$ cat src/fetch_pkg.sv
package fetch_pkg;

   // ==============================
   // Datapath widths
   // ==============================
   typedef logic [31:0] addr_t;   // Byte address of an instruction
   typedef logic [31:0] inst_t;   // Raw instruction word
   typedef logic [31:0] imm_t;    // Sign-extended immediate
   typedef logic [6:0]  opcode_t; // RV32I major opcode

   // RV32I major opcodes seen by the pre-decoder
   localparam opcode_t OPC_LOAD   = 7'b0000011;
   localparam opcode_t OPC_OP_IMM = 7'b0010011;
   localparam opcode_t OPC_AUIPC  = 7'b0010111;
   localparam opcode_t OPC_STORE  = 7'b0100011;
   localparam opcode_t OPC_LUI    = 7'b0110111;
   localparam opcode_t OPC_BRANCH = 7'b1100011;
   localparam opcode_t OPC_JALR   = 7'b1100111;
   localparam opcode_t OPC_JAL    = 7'b1101111;

   // Pre-decode result for one slot, 35 bits
   typedef struct packed {
      logic is_branch;  // Conditional branch, B-type
      logic is_jal;     // Direct jump, always taken
      logic is_jalr;    // Indirect jump, fetched as fall-through
      imm_t imm;        // Immediate of the decoded format
   } predecode_t;

   // One delivered slot, 97 bits
   typedef struct packed {
      addr_t pc;
      inst_t inst;
      imm_t  imm;
      logic  pred_taken; // Slot ends the bundle with a taken prediction
   } fetch_slot_t;

   // Predicted redirect out of the bundle former
   typedef struct packed {
      logic  valid;
      addr_t target;
   } pred_redirect_t;

endpackage
$ cat src/bp_pkg.sv
package bp_pkg;

   // ==============================
   // Resolution interface
   // ==============================
   localparam int unsigned NUM_RESOLVE = 3; // In-order resolve slots, 0 is oldest

   typedef logic [1:0] ctr_t; // Two-bit saturating counter, MSB means taken

   localparam ctr_t CTR_RESET = 2'b01; // Weakly not taken
   localparam ctr_t CTR_MAX   = 2'b11;
   localparam ctr_t CTR_MIN   = 2'b00;

   // One resolved control-flow instruction, 68 bits
   typedef struct packed {
      logic             mispredict;   // Fetch went the wrong way
      logic             update_valid; // Outcome is known, train predictor
      logic             is_jalr;      // Indirect jump, no counter to train
      logic             taken;        // Resolved direction
      fetch_pkg::addr_t pc;           // PC the prediction was made for
      fetch_pkg::addr_t correct_pc;   // Where fetch must resume
   } resolve_t;

   // One step toward the resolved direction, saturating at both ends
   function automatic ctr_t ctr_step(ctr_t ctr, logic taken);
      ctr_t nxt;
      nxt = ctr;
      if (taken && (ctr != CTR_MAX)) nxt = ctr + 2'd1;
      else if (!taken && (ctr != CTR_MIN)) nxt = ctr - 2'd1;
      return nxt;
   endfunction

endpackage

$ cat src/multi_fetch.sv
`timescale 1ns/100ps

module multi_fetch #(
      parameter int unsigned      FETCH_WIDTH = 5,  // Slots per bundle
      parameter int unsigned      ENTRIES     = 32, // Predictor entries, power of two
      parameter fetch_pkg::addr_t RESET_PC    = '0
   )(
      input  logic                   clk_i,
      input  logic                   rst_n_i,

      // Combinational instruction memory
      output fetch_pkg::addr_t       inst_addr_o   [FETCH_WIDTH],
      input  fetch_pkg::inst_t       instruction_i [FETCH_WIDTH],

      input  logic                   bubble_i,
      input  logic                   fetch_ready_i,

      // Resolution feedback, index 0 oldest
      input  bp_pkg::resolve_t       resolve_i     [bp_pkg::NUM_RESOLVE],

      output logic [FETCH_WIDTH-1:0] fetch_valid_o,
      output fetch_pkg::fetch_slot_t slots_o       [FETCH_WIDTH]
   );

   fetch_pkg::addr_t          slot_pc   [FETCH_WIDTH];
   fetch_pkg::predecode_t     predecode [FETCH_WIDTH];
   logic [FETCH_WIDTH-1:0]    pred_taken;
   fetch_pkg::pred_redirect_t pred_redirect;
   logic                      fetch_fire;

   assign inst_addr_o = slot_pc;

   // ==============================
   // Decode, one per slot
   // ==============================
   generate
      for (genvar s = 0; s < FETCH_WIDTH; s++) begin : g_dec
         early_imm_decoder u_dec (
            .instruction_i (instruction_i[s]),
            .predecode_o   (predecode[s])
         );
      end
   endgenerate

   // ==============================
   // Execute
   // ==============================
   branch_predictor #(.FETCH_WIDTH(FETCH_WIDTH), .ENTRIES(ENTRIES)) u_bp (
      .clk_i        (clk_i),
      .rst_n_i      (rst_n_i),
      .slot_pc_i    (slot_pc),
      .predecode_i  (predecode),
      .resolve_i    (resolve_i),
      .pred_taken_o (pred_taken)
   );

   pc_ctrl #(.FETCH_WIDTH(FETCH_WIDTH), .RESET_PC(RESET_PC)) u_pc (
      .clk_i           (clk_i),
      .rst_n_i         (rst_n_i),
      .bubble_i        (bubble_i),
      .fetch_ready_i   (fetch_ready_i),
      .resolve_i       (resolve_i),
      .pred_redirect_i (pred_redirect),  // Target of first taken slot
      .slot_pc_o       (slot_pc),
      .fetch_fire_o    (fetch_fire)
   );

   // Result
   fetch_bundle_former #(.FETCH_WIDTH(FETCH_WIDTH)) u_former (
      .fetch_fire_i    (fetch_fire),
      .slot_pc_i       (slot_pc),
      .instruction_i   (instruction_i),
      .predecode_i     (predecode),
      .pred_taken_i    (pred_taken),
      .fetch_valid_o   (fetch_valid_o),
      .slots_o         (slots_o),
      .pred_redirect_o (pred_redirect)
   );

endmodule

$ cat src/fetch_bundle_former.sv
`timescale 1ns/100ps

module fetch_bundle_former #(
      parameter int unsigned FETCH_WIDTH = 5
   )(
      input  logic                      fetch_fire_i,
      input  fetch_pkg::addr_t          slot_pc_i     [FETCH_WIDTH],
      input  fetch_pkg::inst_t          instruction_i [FETCH_WIDTH],
      input  fetch_pkg::predecode_t     predecode_i   [FETCH_WIDTH],
      input  logic [FETCH_WIDTH-1:0]    pred_taken_i,

      output logic [FETCH_WIDTH-1:0]    fetch_valid_o,
      output fetch_pkg::fetch_slot_t    slots_o       [FETCH_WIDTH],
      output fetch_pkg::pred_redirect_t pred_redirect_o
   );

   localparam int unsigned SLOT_W = (FETCH_WIDTH > 1) ? $clog2(FETCH_WIDTH) : 1;

   logic              hit;       // Some slot predicted taken
   logic [SLOT_W-1:0] first_idx; // Lowest predicted-taken slot

   // ==============================
   // Cut after first taken slot
   // ==============================
   always_comb begin
      hit       = 1'b0;
      first_idx = '0;
      for (int s = 0; s < FETCH_WIDTH; s++) begin
         fetch_valid_o[s] = fetch_fire_i & ~hit; // Taken slot itself stays valid
         if (!hit && pred_taken_i[s]) begin
            hit       = 1'b1;
            first_idx = SLOT_W'(s);
         end
      end
   end

   // PC-relative target of the taken slot
   assign pred_redirect_o.valid  = hit;
   assign pred_redirect_o.target = slot_pc_i[first_idx] + predecode_i[first_idx].imm;

   // Slot records
   generate
      for (genvar s = 0; s < FETCH_WIDTH; s++) begin : g_slot
         assign slots_o[s].pc         = slot_pc_i[s];
         assign slots_o[s].inst       = instruction_i[s];
         assign slots_o[s].imm        = predecode_i[s].imm;
         assign slots_o[s].pred_taken = pred_taken_i[s];
      end
   endgenerate

endmodule

$ cat src/pc_ctrl.sv
`timescale 1ns/100ps

module pc_ctrl #(
      parameter int unsigned      FETCH_WIDTH = 5,
      parameter fetch_pkg::addr_t RESET_PC    = '0
   )(
      input  logic                     clk_i,
      input  logic                     rst_n_i,
      input  logic                     bubble_i,
      input  logic                     fetch_ready_i,
      input  bp_pkg::resolve_t         resolve_i [bp_pkg::NUM_RESOLVE],
      input  fetch_pkg::pred_redirect_t pred_redirect_i,

      output fetch_pkg::addr_t         slot_pc_o [FETCH_WIDTH],
      output logic                     fetch_fire_o
   );

   localparam fetch_pkg::addr_t BUNDLE_BYTES = fetch_pkg::addr_t'(4 * FETCH_WIDTH);

   fetch_pkg::addr_t pc_q;
   fetch_pkg::addr_t pc_d;
   logic             run_q;    // Low until first edge after reset release
   logic             misp_any;
   fetch_pkg::addr_t misp_pc;

   // ==============================
   // Oldest mispredict redirect
   // ==============================
   always_comb begin
      misp_any = 1'b0;
      misp_pc  = '0;
      for (int r = bp_pkg::NUM_RESOLVE - 1; r >= 0; r--) begin
         if (resolve_i[r].mispredict) begin // Lower index written last, so oldest wins
            misp_any = 1'b1;
            misp_pc  = resolve_i[r].correct_pc;
         end
      end
   end

   assign fetch_fire_o = run_q & fetch_ready_i & ~bubble_i & ~misp_any;

   // Next PC, mispredict outranks back-pressure
   always_comb begin
      if (misp_any)                   pc_d = misp_pc;
      else if (!fetch_fire_o)         pc_d = pc_q;                    // Hold the bundle
      else if (pred_redirect_i.valid) pc_d = pred_redirect_i.target;
      else                            pc_d = pc_q + BUNDLE_BYTES;     // Sequential
   end

   always_ff @(posedge clk_i or negedge rst_n_i) begin
      if (!rst_n_i) begin
         pc_q  <= RESET_PC;
         run_q <= 1'b0;
      end else begin
         pc_q  <= pc_d;
         run_q <= 1'b1;
      end
   end

   // Consecutive word addresses
   generate
      for (genvar s = 0; s < FETCH_WIDTH; s++) begin : g_slot_pc
         assign slot_pc_o[s] = pc_q + fetch_pkg::addr_t'(4 * s);
      end
   endgenerate

endmodule

$ cat src/branch_predictor.sv
`timescale 1ns/100ps

module branch_predictor #(
      parameter int unsigned FETCH_WIDTH = 5,
      parameter int unsigned ENTRIES     = 32 // Power of two
   )(
      input  logic                  clk_i,
      input  logic                  rst_n_i,

      input  fetch_pkg::addr_t      slot_pc_i   [FETCH_WIDTH],
      input  fetch_pkg::predecode_t predecode_i [FETCH_WIDTH],
      input  bp_pkg::resolve_t      resolve_i   [bp_pkg::NUM_RESOLVE],

      output logic [FETCH_WIDTH-1:0] pred_taken_o
   );

   localparam int unsigned IDX_W = $clog2(ENTRIES); // PC bits above the byte offset

   bp_pkg::ctr_t     table_q [ENTRIES]; // Bimodal counter table
   bp_pkg::ctr_t     table_d [ENTRIES];
   logic             older_misp;        // An older resolve slot already mispredicted
   logic [IDX_W-1:0] upd_idx;

   // ==============================
   // Lookup, one port per slot
   // ==============================
   generate
      for (genvar s = 0; s < FETCH_WIDTH; s++) begin : g_lookup
         logic [IDX_W-1:0] rd_idx;

         assign rd_idx = slot_pc_i[s][IDX_W+1:2];
         // JAL always taken, branch follows counter MSB
         assign pred_taken_o[s] = predecode_i[s].is_jal |
                                  (predecode_i[s].is_branch & table_q[rd_idx][1]);
      end
   endgenerate

   // ==============================
   // Ordered update, oldest first
   // ==============================
   always_comb begin
      table_d    = table_q;
      older_misp = 1'b0;
      upd_idx    = '0;
      for (int r = 0; r < bp_pkg::NUM_RESOLVE; r++) begin
         upd_idx = resolve_i[r].pc[IDX_W+1:2];
         // Younger than a mispredict means wrong path, drop it
         if (resolve_i[r].update_valid && !resolve_i[r].is_jalr && !older_misp) begin
            table_d[upd_idx] = bp_pkg::ctr_step(table_d[upd_idx], resolve_i[r].taken);
         end
         older_misp = older_misp | resolve_i[r].mispredict;
      end
   end

   always_ff @(posedge clk_i or negedge rst_n_i) begin
      if (!rst_n_i) begin
         for (int e = 0; e < ENTRIES; e++) begin
            table_q[e] <= bp_pkg::CTR_RESET; // All weakly not taken
         end
      end else begin
         table_q <= table_d; // Visible to lookups from next cycle
      end
   end

endmodule

$ cat src/early_imm_decoder.sv
`timescale 1ns/100ps

module early_imm_decoder (
      input  fetch_pkg::inst_t      instruction_i,
      output fetch_pkg::predecode_t predecode_o
   );

   fetch_pkg::opcode_t opcode;
   fetch_pkg::imm_t    imm_i_type;
   fetch_pkg::imm_t    imm_s_type;
   fetch_pkg::imm_t    imm_b_type;
   fetch_pkg::imm_t    imm_u_type;
   fetch_pkg::imm_t    imm_j_type;

   assign opcode = instruction_i[6:0];

   // ==============================
   // Immediates of every format
   // ==============================
   assign imm_i_type = {{20{instruction_i[31]}}, instruction_i[31:20]};
   assign imm_s_type = {{20{instruction_i[31]}}, instruction_i[31:25], instruction_i[11:7]};
   assign imm_b_type = {{19{instruction_i[31]}}, instruction_i[31], instruction_i[7],
                        instruction_i[30:25], instruction_i[11:8], 1'b0}; // Half-word aligned
   assign imm_u_type = {instruction_i[31:12], 12'b0};                     // Upper-placed
   assign imm_j_type = {{11{instruction_i[31]}}, instruction_i[31], instruction_i[19:12],
                        instruction_i[20], instruction_i[30:21], 1'b0};

   // Control-flow flags
   assign predecode_o.is_branch = (opcode == fetch_pkg::OPC_BRANCH);
   assign predecode_o.is_jal    = (opcode == fetch_pkg::OPC_JAL);
   assign predecode_o.is_jalr   = (opcode == fetch_pkg::OPC_JALR);

   // Format select by opcode
   always_comb begin
      case (opcode)
         fetch_pkg::OPC_LOAD,
         fetch_pkg::OPC_OP_IMM,
         fetch_pkg::OPC_JALR:   predecode_o.imm = imm_i_type;
         fetch_pkg::OPC_STORE:  predecode_o.imm = imm_s_type;
         fetch_pkg::OPC_BRANCH: predecode_o.imm = imm_b_type;
         fetch_pkg::OPC_LUI,
         fetch_pkg::OPC_AUIPC:  predecode_o.imm = imm_u_type;
         fetch_pkg::OPC_JAL:    predecode_o.imm = imm_j_type;
         default:               predecode_o.imm = '0; // R-type, system, fence
      endcase
   end

endmodule

$ cat config.mk
export PLATFORM = sky130hd
export DESIGN_NAME = multi_fetch
export DESIGN_NICKNAME = d
export VERILOG_FILES = /design/src/fetch_pkg.sv /design/src/bp_pkg.sv /design/src/multi_fetch.sv /design/src/fetch_bundle_former.sv /design/src/pc_ctrl.sv /design/src/branch_predictor.sv /design/src/early_imm_decoder.sv
export SDC_FILE = /design/constraint.sdc
export NUM_CORES = 1
export LEC_CHECK = 0
export ABC_CLOCK_PERIOD_IN_PS = 10900
export BUFFER_PORTS_ARGS = -buffer_cell sky130_fd_sc_hd__buf_4
export CAP_MARGIN = 20
export CELL_PAD_IN_SITES_DETAIL_PLACEMENT = 1
export CELL_PAD_IN_SITES_GLOBAL_PLACEMENT = 1
export CORE_AREA = 2 2 395 397
export CTS_BUF_LIST = sky130_fd_sc_hd__clkbuf_8
export DETAILED_ROUTE_END_ITERATION = 12
export DIE_AREA = 0 0 397 399
export GPL_TIMING_DRIVEN = 0
export PLACE_DENSITY = 0.51
export REMOVE_ABC_BUFFERS = 1
export SETUP_SLACK_MARGIN = 0.4
export SYNTH_ARGS = -nofsm -noshare
export SYNTH_HDL_FRONTEND = slang
export SYNTH_SLANG_ARGS = --single-unit
export TNS_END_PERCENT = 30
$ cat constraint.sdc
create_clock -name clk_i -period 10.9 [get_ports clk_i]
set_clock_uncertainty 0.2 [all_clocks]
set_input_delay 1.09 -clock clk_i [delete_from_list [all_inputs] [get_ports clk_i]]
set_output_delay 1.09 -clock clk_i [all_outputs]
set_load 0.01 [all_outputs]
== Word-level counts from Yosys, hierarchy flattened ==
Cells that the tools add are included.

* Add/sub/neg operators: 12
* $lt $le $gt $ge: 12
* Equal/unequal tests: 43
* Muxes and demuxes: 74
* Bitwise logic cells: 33
* Reductions and logical operators: 44

{| class="wikitable"
|+ Operators with widths
! cell !! number
|-
| case mux 32 bit (5 select lines) || 5
|-
| two-way mux 32 bit || 10
|-
| bitwise mux 64 bit || 3
|-
| two-way mux 64 bit || 3
|-
| binary-select mux 35 bit (select 3 bit) || 1
|-
| equality test 7 bit, second input constant || 15
|-
| binary-select mux 32 bit (select 3 bit) || 1
|-
| binary-select mux 2 bit (select 5 bit) || 8
|-
| equality test 7 x 5 -> 1 bit, second input constant || 10
|-
| equality test 7 x 6 -> 1 bit, second input constant || 10
|-
| adder 32 x 4 -> 32 bit, second input constant || 2
|-
| adder 32 x 5 -> 32 bit, second input constant || 2
|-
| two-way mux 2 bit || 30
|-
| greater-or-equal comparator 6 bit, second input constant || 8
|-
| inverter 5 -> 6 bit || 8
|-
| equality test 7 x 2 -> 1 bit, second input constant || 5
|-
| adder 32 x 3 -> 32 bit, second input constant || 1
|-
| adder 32 bit || 1
|-
| demux 2 bit (select 5 bit) || 3
|-
| logical AND 1 bit || 18
|-
| less-than comparator 6 x 1 -> 1 bit, second input constant || 3
|-
| OR reduction 3 bit || 5
|-
| AND 1 bit || 12
|-
| zero test 1 bit || 12
|-
| 11 further kinds || 42
|}

* Bits in registers: 97
* Input bits: 368
* Output and inout port bits: 650
* Word-level logic and storage cells: 252

== Longest topological paths before layout ==
* Depth in word-level cells: 31
* Depth in mapped cells: 38
* Depth with buffers taken out: 33

== Hierarchy ==
From an unflattened synthesis, not the netlist that was laid out.

* Cells, all modules: 3070
* Area total of the unflattened synthesis: 24243.3 µm²

{| class="wikitable"
|+ By module, submodules not included
! module !! instances !! cells each !! area each (µm²) !! sequential area each (µm²)
|-
| branch_predictor || 1 || 1229 || 9432.8 || 1641.6
|-
| fetch_bundle_former || 1 || 870 || 7576.0 || 0.0
|-
| pc_ctrl || 1 || 656 || 4788.3 || 825.8
|-
| early_imm_decoder || 5 || 63 || 489.2 || 0.0
|}

== Least setup slack after synthesis ==
OpenSTA, ideal clock, no wires.

* Kind: reg2reg
* Start: register u_pc.pc_q[2]
* End: register u_pc.pc_q[30]
* Setup time: 136 ps
* Arrival: 9275 ps
* Required time: 10564 ps
* Slack: 1289 ps
* Cell stages (with the launch flop): 36
* Path buffers: 7
* Period minus slack after synthesis: 9611 ps
* Cells stage by stage: dfrtp_1 clkbuf_1 buf_1 clkbuf_1 clkbuf_1 inv_1 ha_1 buf_1 clkinv_1 mux4_2 mux2i_1 nand2_1 a211o_1 a21boi_0 o21bai_1 clkbuf_1 inv_1 buf_1 mux2_2 a21oi_1 ha_1 nor2b_1 o21ai_0 a21boi_0 o21ai_0 a21boi_0 o21ai_0 a21boi_0 o21a_1 o21ai_0 a211oi_1 nor3_1 o31ai_1 o211a_1 a2111oi_0 o21ai_0

{| class="wikitable"
|+ RTL lines
! what !! line !! RTL
|-
| start, declared || pc_ctrl.sv:20 || <nowiki>fetch_pkg::addr_t pc_q;</nowiki>
|-
| start signal, assigned || pc_ctrl.sv:55 || <nowiki>pc_q <= pc_d;</nowiki>
|}

==> metrics.cfg <==
[final_layout]
areaGrowthSynthToFinish_pct = 37.7
drive_gt1_share_pct = 35.7
register_area_um2 = 2470
fillCellCount = 18588
final_cell_mix = 945 x buf_4, 376 x nand2_1, 246 x nor2_1
layout.cells.non_filler = 5450
final_area_um2 = 28600
final_common_cell = buf_4
multi_input_area_um2 = 15100
fin_nets = 3788

[pwr]
peakVddDrop_uv = 65.2
power.leakage_nw = 12.9
total_power_mw = 3.10
powerDensity_nw_per_um2 = 108

[worst_setup_path]
cp_data_required_time_ps = 11110
worstPathMaxFanout = 32
cp.arrival_ps = 10430
crit_end = u_bp.table_q[3]
cp.depth = 31
ff2ff_path_depth = 33
critical-path-top-delay-family = compound AO/OA/AOI/OAI gates
crit_path_start = resolve_i[170]
slowest_delay_ps = 610
crit_top_cell = ha_1
cpMaxStageDelayCell = mux4_2
r2r-start = u_pc.pc_q[3]
path_buf_inv = 7
startpoint_type = primary input
end_kind = flop
crit_type = primary input to flop
rr_endpoint = u_pc.pc_q[29]
r2r_slack_ps = 900

[floorplan]
ios = 1018
die_height_um = 399
die_x_um = 397
dieArea_um2 = 158000
rows = 144
initial_core_util_pct = 13.5
core_area_um2 = 154000

[detailed_routing]
first_pass_iters = 5
wl_um = 203000
drc = 0
vias = 25711
avgViaCountPerCell = 4.72
drt-initial-drc-count = 2106
wire_per_inst_um = 37.2
ant_nets = 0

[yosys]
syn_area_um2 = 20800
synth-seq-cells = 97
syn_avg_cell_area_um2 = 7.17
ys_seq_area_share_pct = 11.9
yosys.area.top_type_share_pct = 12.1
synthFlopType = dfrtp_1
synth-async-reset-ratio_pct = 100
yosysUniqueCellTypes = 92
ys_top_cells_by_area = buf_4 12%, dfrtp_1 7.8%, nand2_1 6.8%, mux4_2 5.4%, mux2i_1 5.4%
ys.warnings.count = 0
synth.largest_area_cell = buf_4
synth_edf_count = 0
netlist_instances = 2900

[timing]
worst_pin_slew_ps = 1260
fmax_ghz = 0.0978
relSlewSlack_pct = 15.9
finalSetupTns_ps = 0
fin_crit_ps = 10220
drv_slew = 0
hold_violations = 0
setup_ws_ps = 679
setup_viol = 0
period_share_pct = 93.8
rsz0062_at_grt = yes

[grt]
overflow = 0
grt_pass1_wl_um = 258000
grt_pass1_vias = 25501
grt_antenna_before_repair = 51
track_usage_pct = 24.4
grt_max_degree = 73

[placement]
dpl.cell_count = 5399
dp_slack_ps = -1310
io_buffers = 936
gp_congestion = 0.927
hpwl_um = 172000
dpl_cell_area_um2 = 28200

[cts]
cts_root_buf = clkbuf_8
cts_buffers = 9
htreeDepth = 3
clkSinkCount = 97
path_clk_slew_ps = 150
clockBufferDepth = 2
cts_hold_buf = 0
clk_latency_ps = 510
cts_tree = yes

[job]
maxCapViolations = 0

[worst_hold_path]
hold_class = primary input to async pin

[status]
status = complete, no violations

## cell type report
cell class,count,area share (%)
multi-input combinational,2213,52.9
timing repair buffer,998,27.8
tap,2044,8.93
sequential,97,8.65
inverter,56,0.756
clock buffer,9,0.433
clock inverter,7,0.306
antenna,26,0.227
## worst reg2reg max path: cells and delay by family (launching register included)
family	cells	cell delay (ps)
and+or+nand+nor	2	550
adders and majority gates	2	840
AOI/OAI and AO/OA	19	4910
xor gates and xnor gates	1	120
buffers and inverters	6	1610
muxes	3	970
DFF	1	650
## what timing repair did
action                     CTS  global route
resized for setup           19            12
setup endpoints to repair   86            78
buffers inserted             2             0
pin swaps                    1             1
cloned                       1             0
## per-layer routing
metal,vias up,track usage [%],share of wire [%]
li1,11150,-,-
met1,13178,28.4,39
met2,1119,42.4,49
met3,232,4.05,5.7
met4,32,13.5,6.2
met5,-,0,0.12
## cells in the mapped netlist (60+ instances only)
cell	count
a21o_1	101
a21oi_1	142
buf_4	335
clkbuf_1	150
dfrtp_1	65
mux2i_1	112
nand2_1	377
nand3_1	60
nor2_1	252
o211ai_1	74
o21ai_0	150
xnor2_1	97
xor2_1	63
## cell families after synthesis
logic type	synth area share [%]
AOI/OAI and AO/OA	27.6
muxes	12.3
DFF	11.9
other	0.0180
buffers and inverters	16.9
xor gates and xnor gates	6.87
adders and majority gates	2.74
and+or+nand+nor	21.8
## how the worst min path moves through the flow
| stage | start | endpoint | cells after the start |
|---|---|---|---|
| floorplan | u_bp.table_q[16] | u_bp.table_q[16] | 4 |
| global placement | u_bp.table_q[12] | u_bp.table_q[12] | 4 |
| detailed placement | u_bp.table_q[52] | u_bp.table_q[52] | 4 |
| CTS | rst_n_i | u_pc.pc_q[11] | 1 |
| global route | rst_n_i | u_pc.pc_q[11] | 1 |
| finish | rst_n_i | u_pc.pc_q[11] | 1 |
## stage by stage
stage	hold slack, ps	utilization [%]
3_3_place_gp	504	17.6
3_5_place_dp	511	18.3
2_1_floorplan	434	-
5_1_grt	227	18.6
6_report	258	18.6
4_1_cts	184	18.5
## power by group
| group | leakage, nW | switching, mW | internal [mW] |
|---|---|---|---|
| registers | 1.14 | 0.248 | 0.481 |
| clock network | 0.111 | 0.209 | 0.112 |
| logic | 11.6 | 1.24 | 0.809 |
| total | 12.9 | 1.70 | 1.40 |
## state kept, by name (all words and copies together) (netlist names)
name and cells:
u_bp.table_q 64, u_pc.pc_q 32, u_pc.run_q 1
No activity file was read; power rests on OpenSTA's default activity.
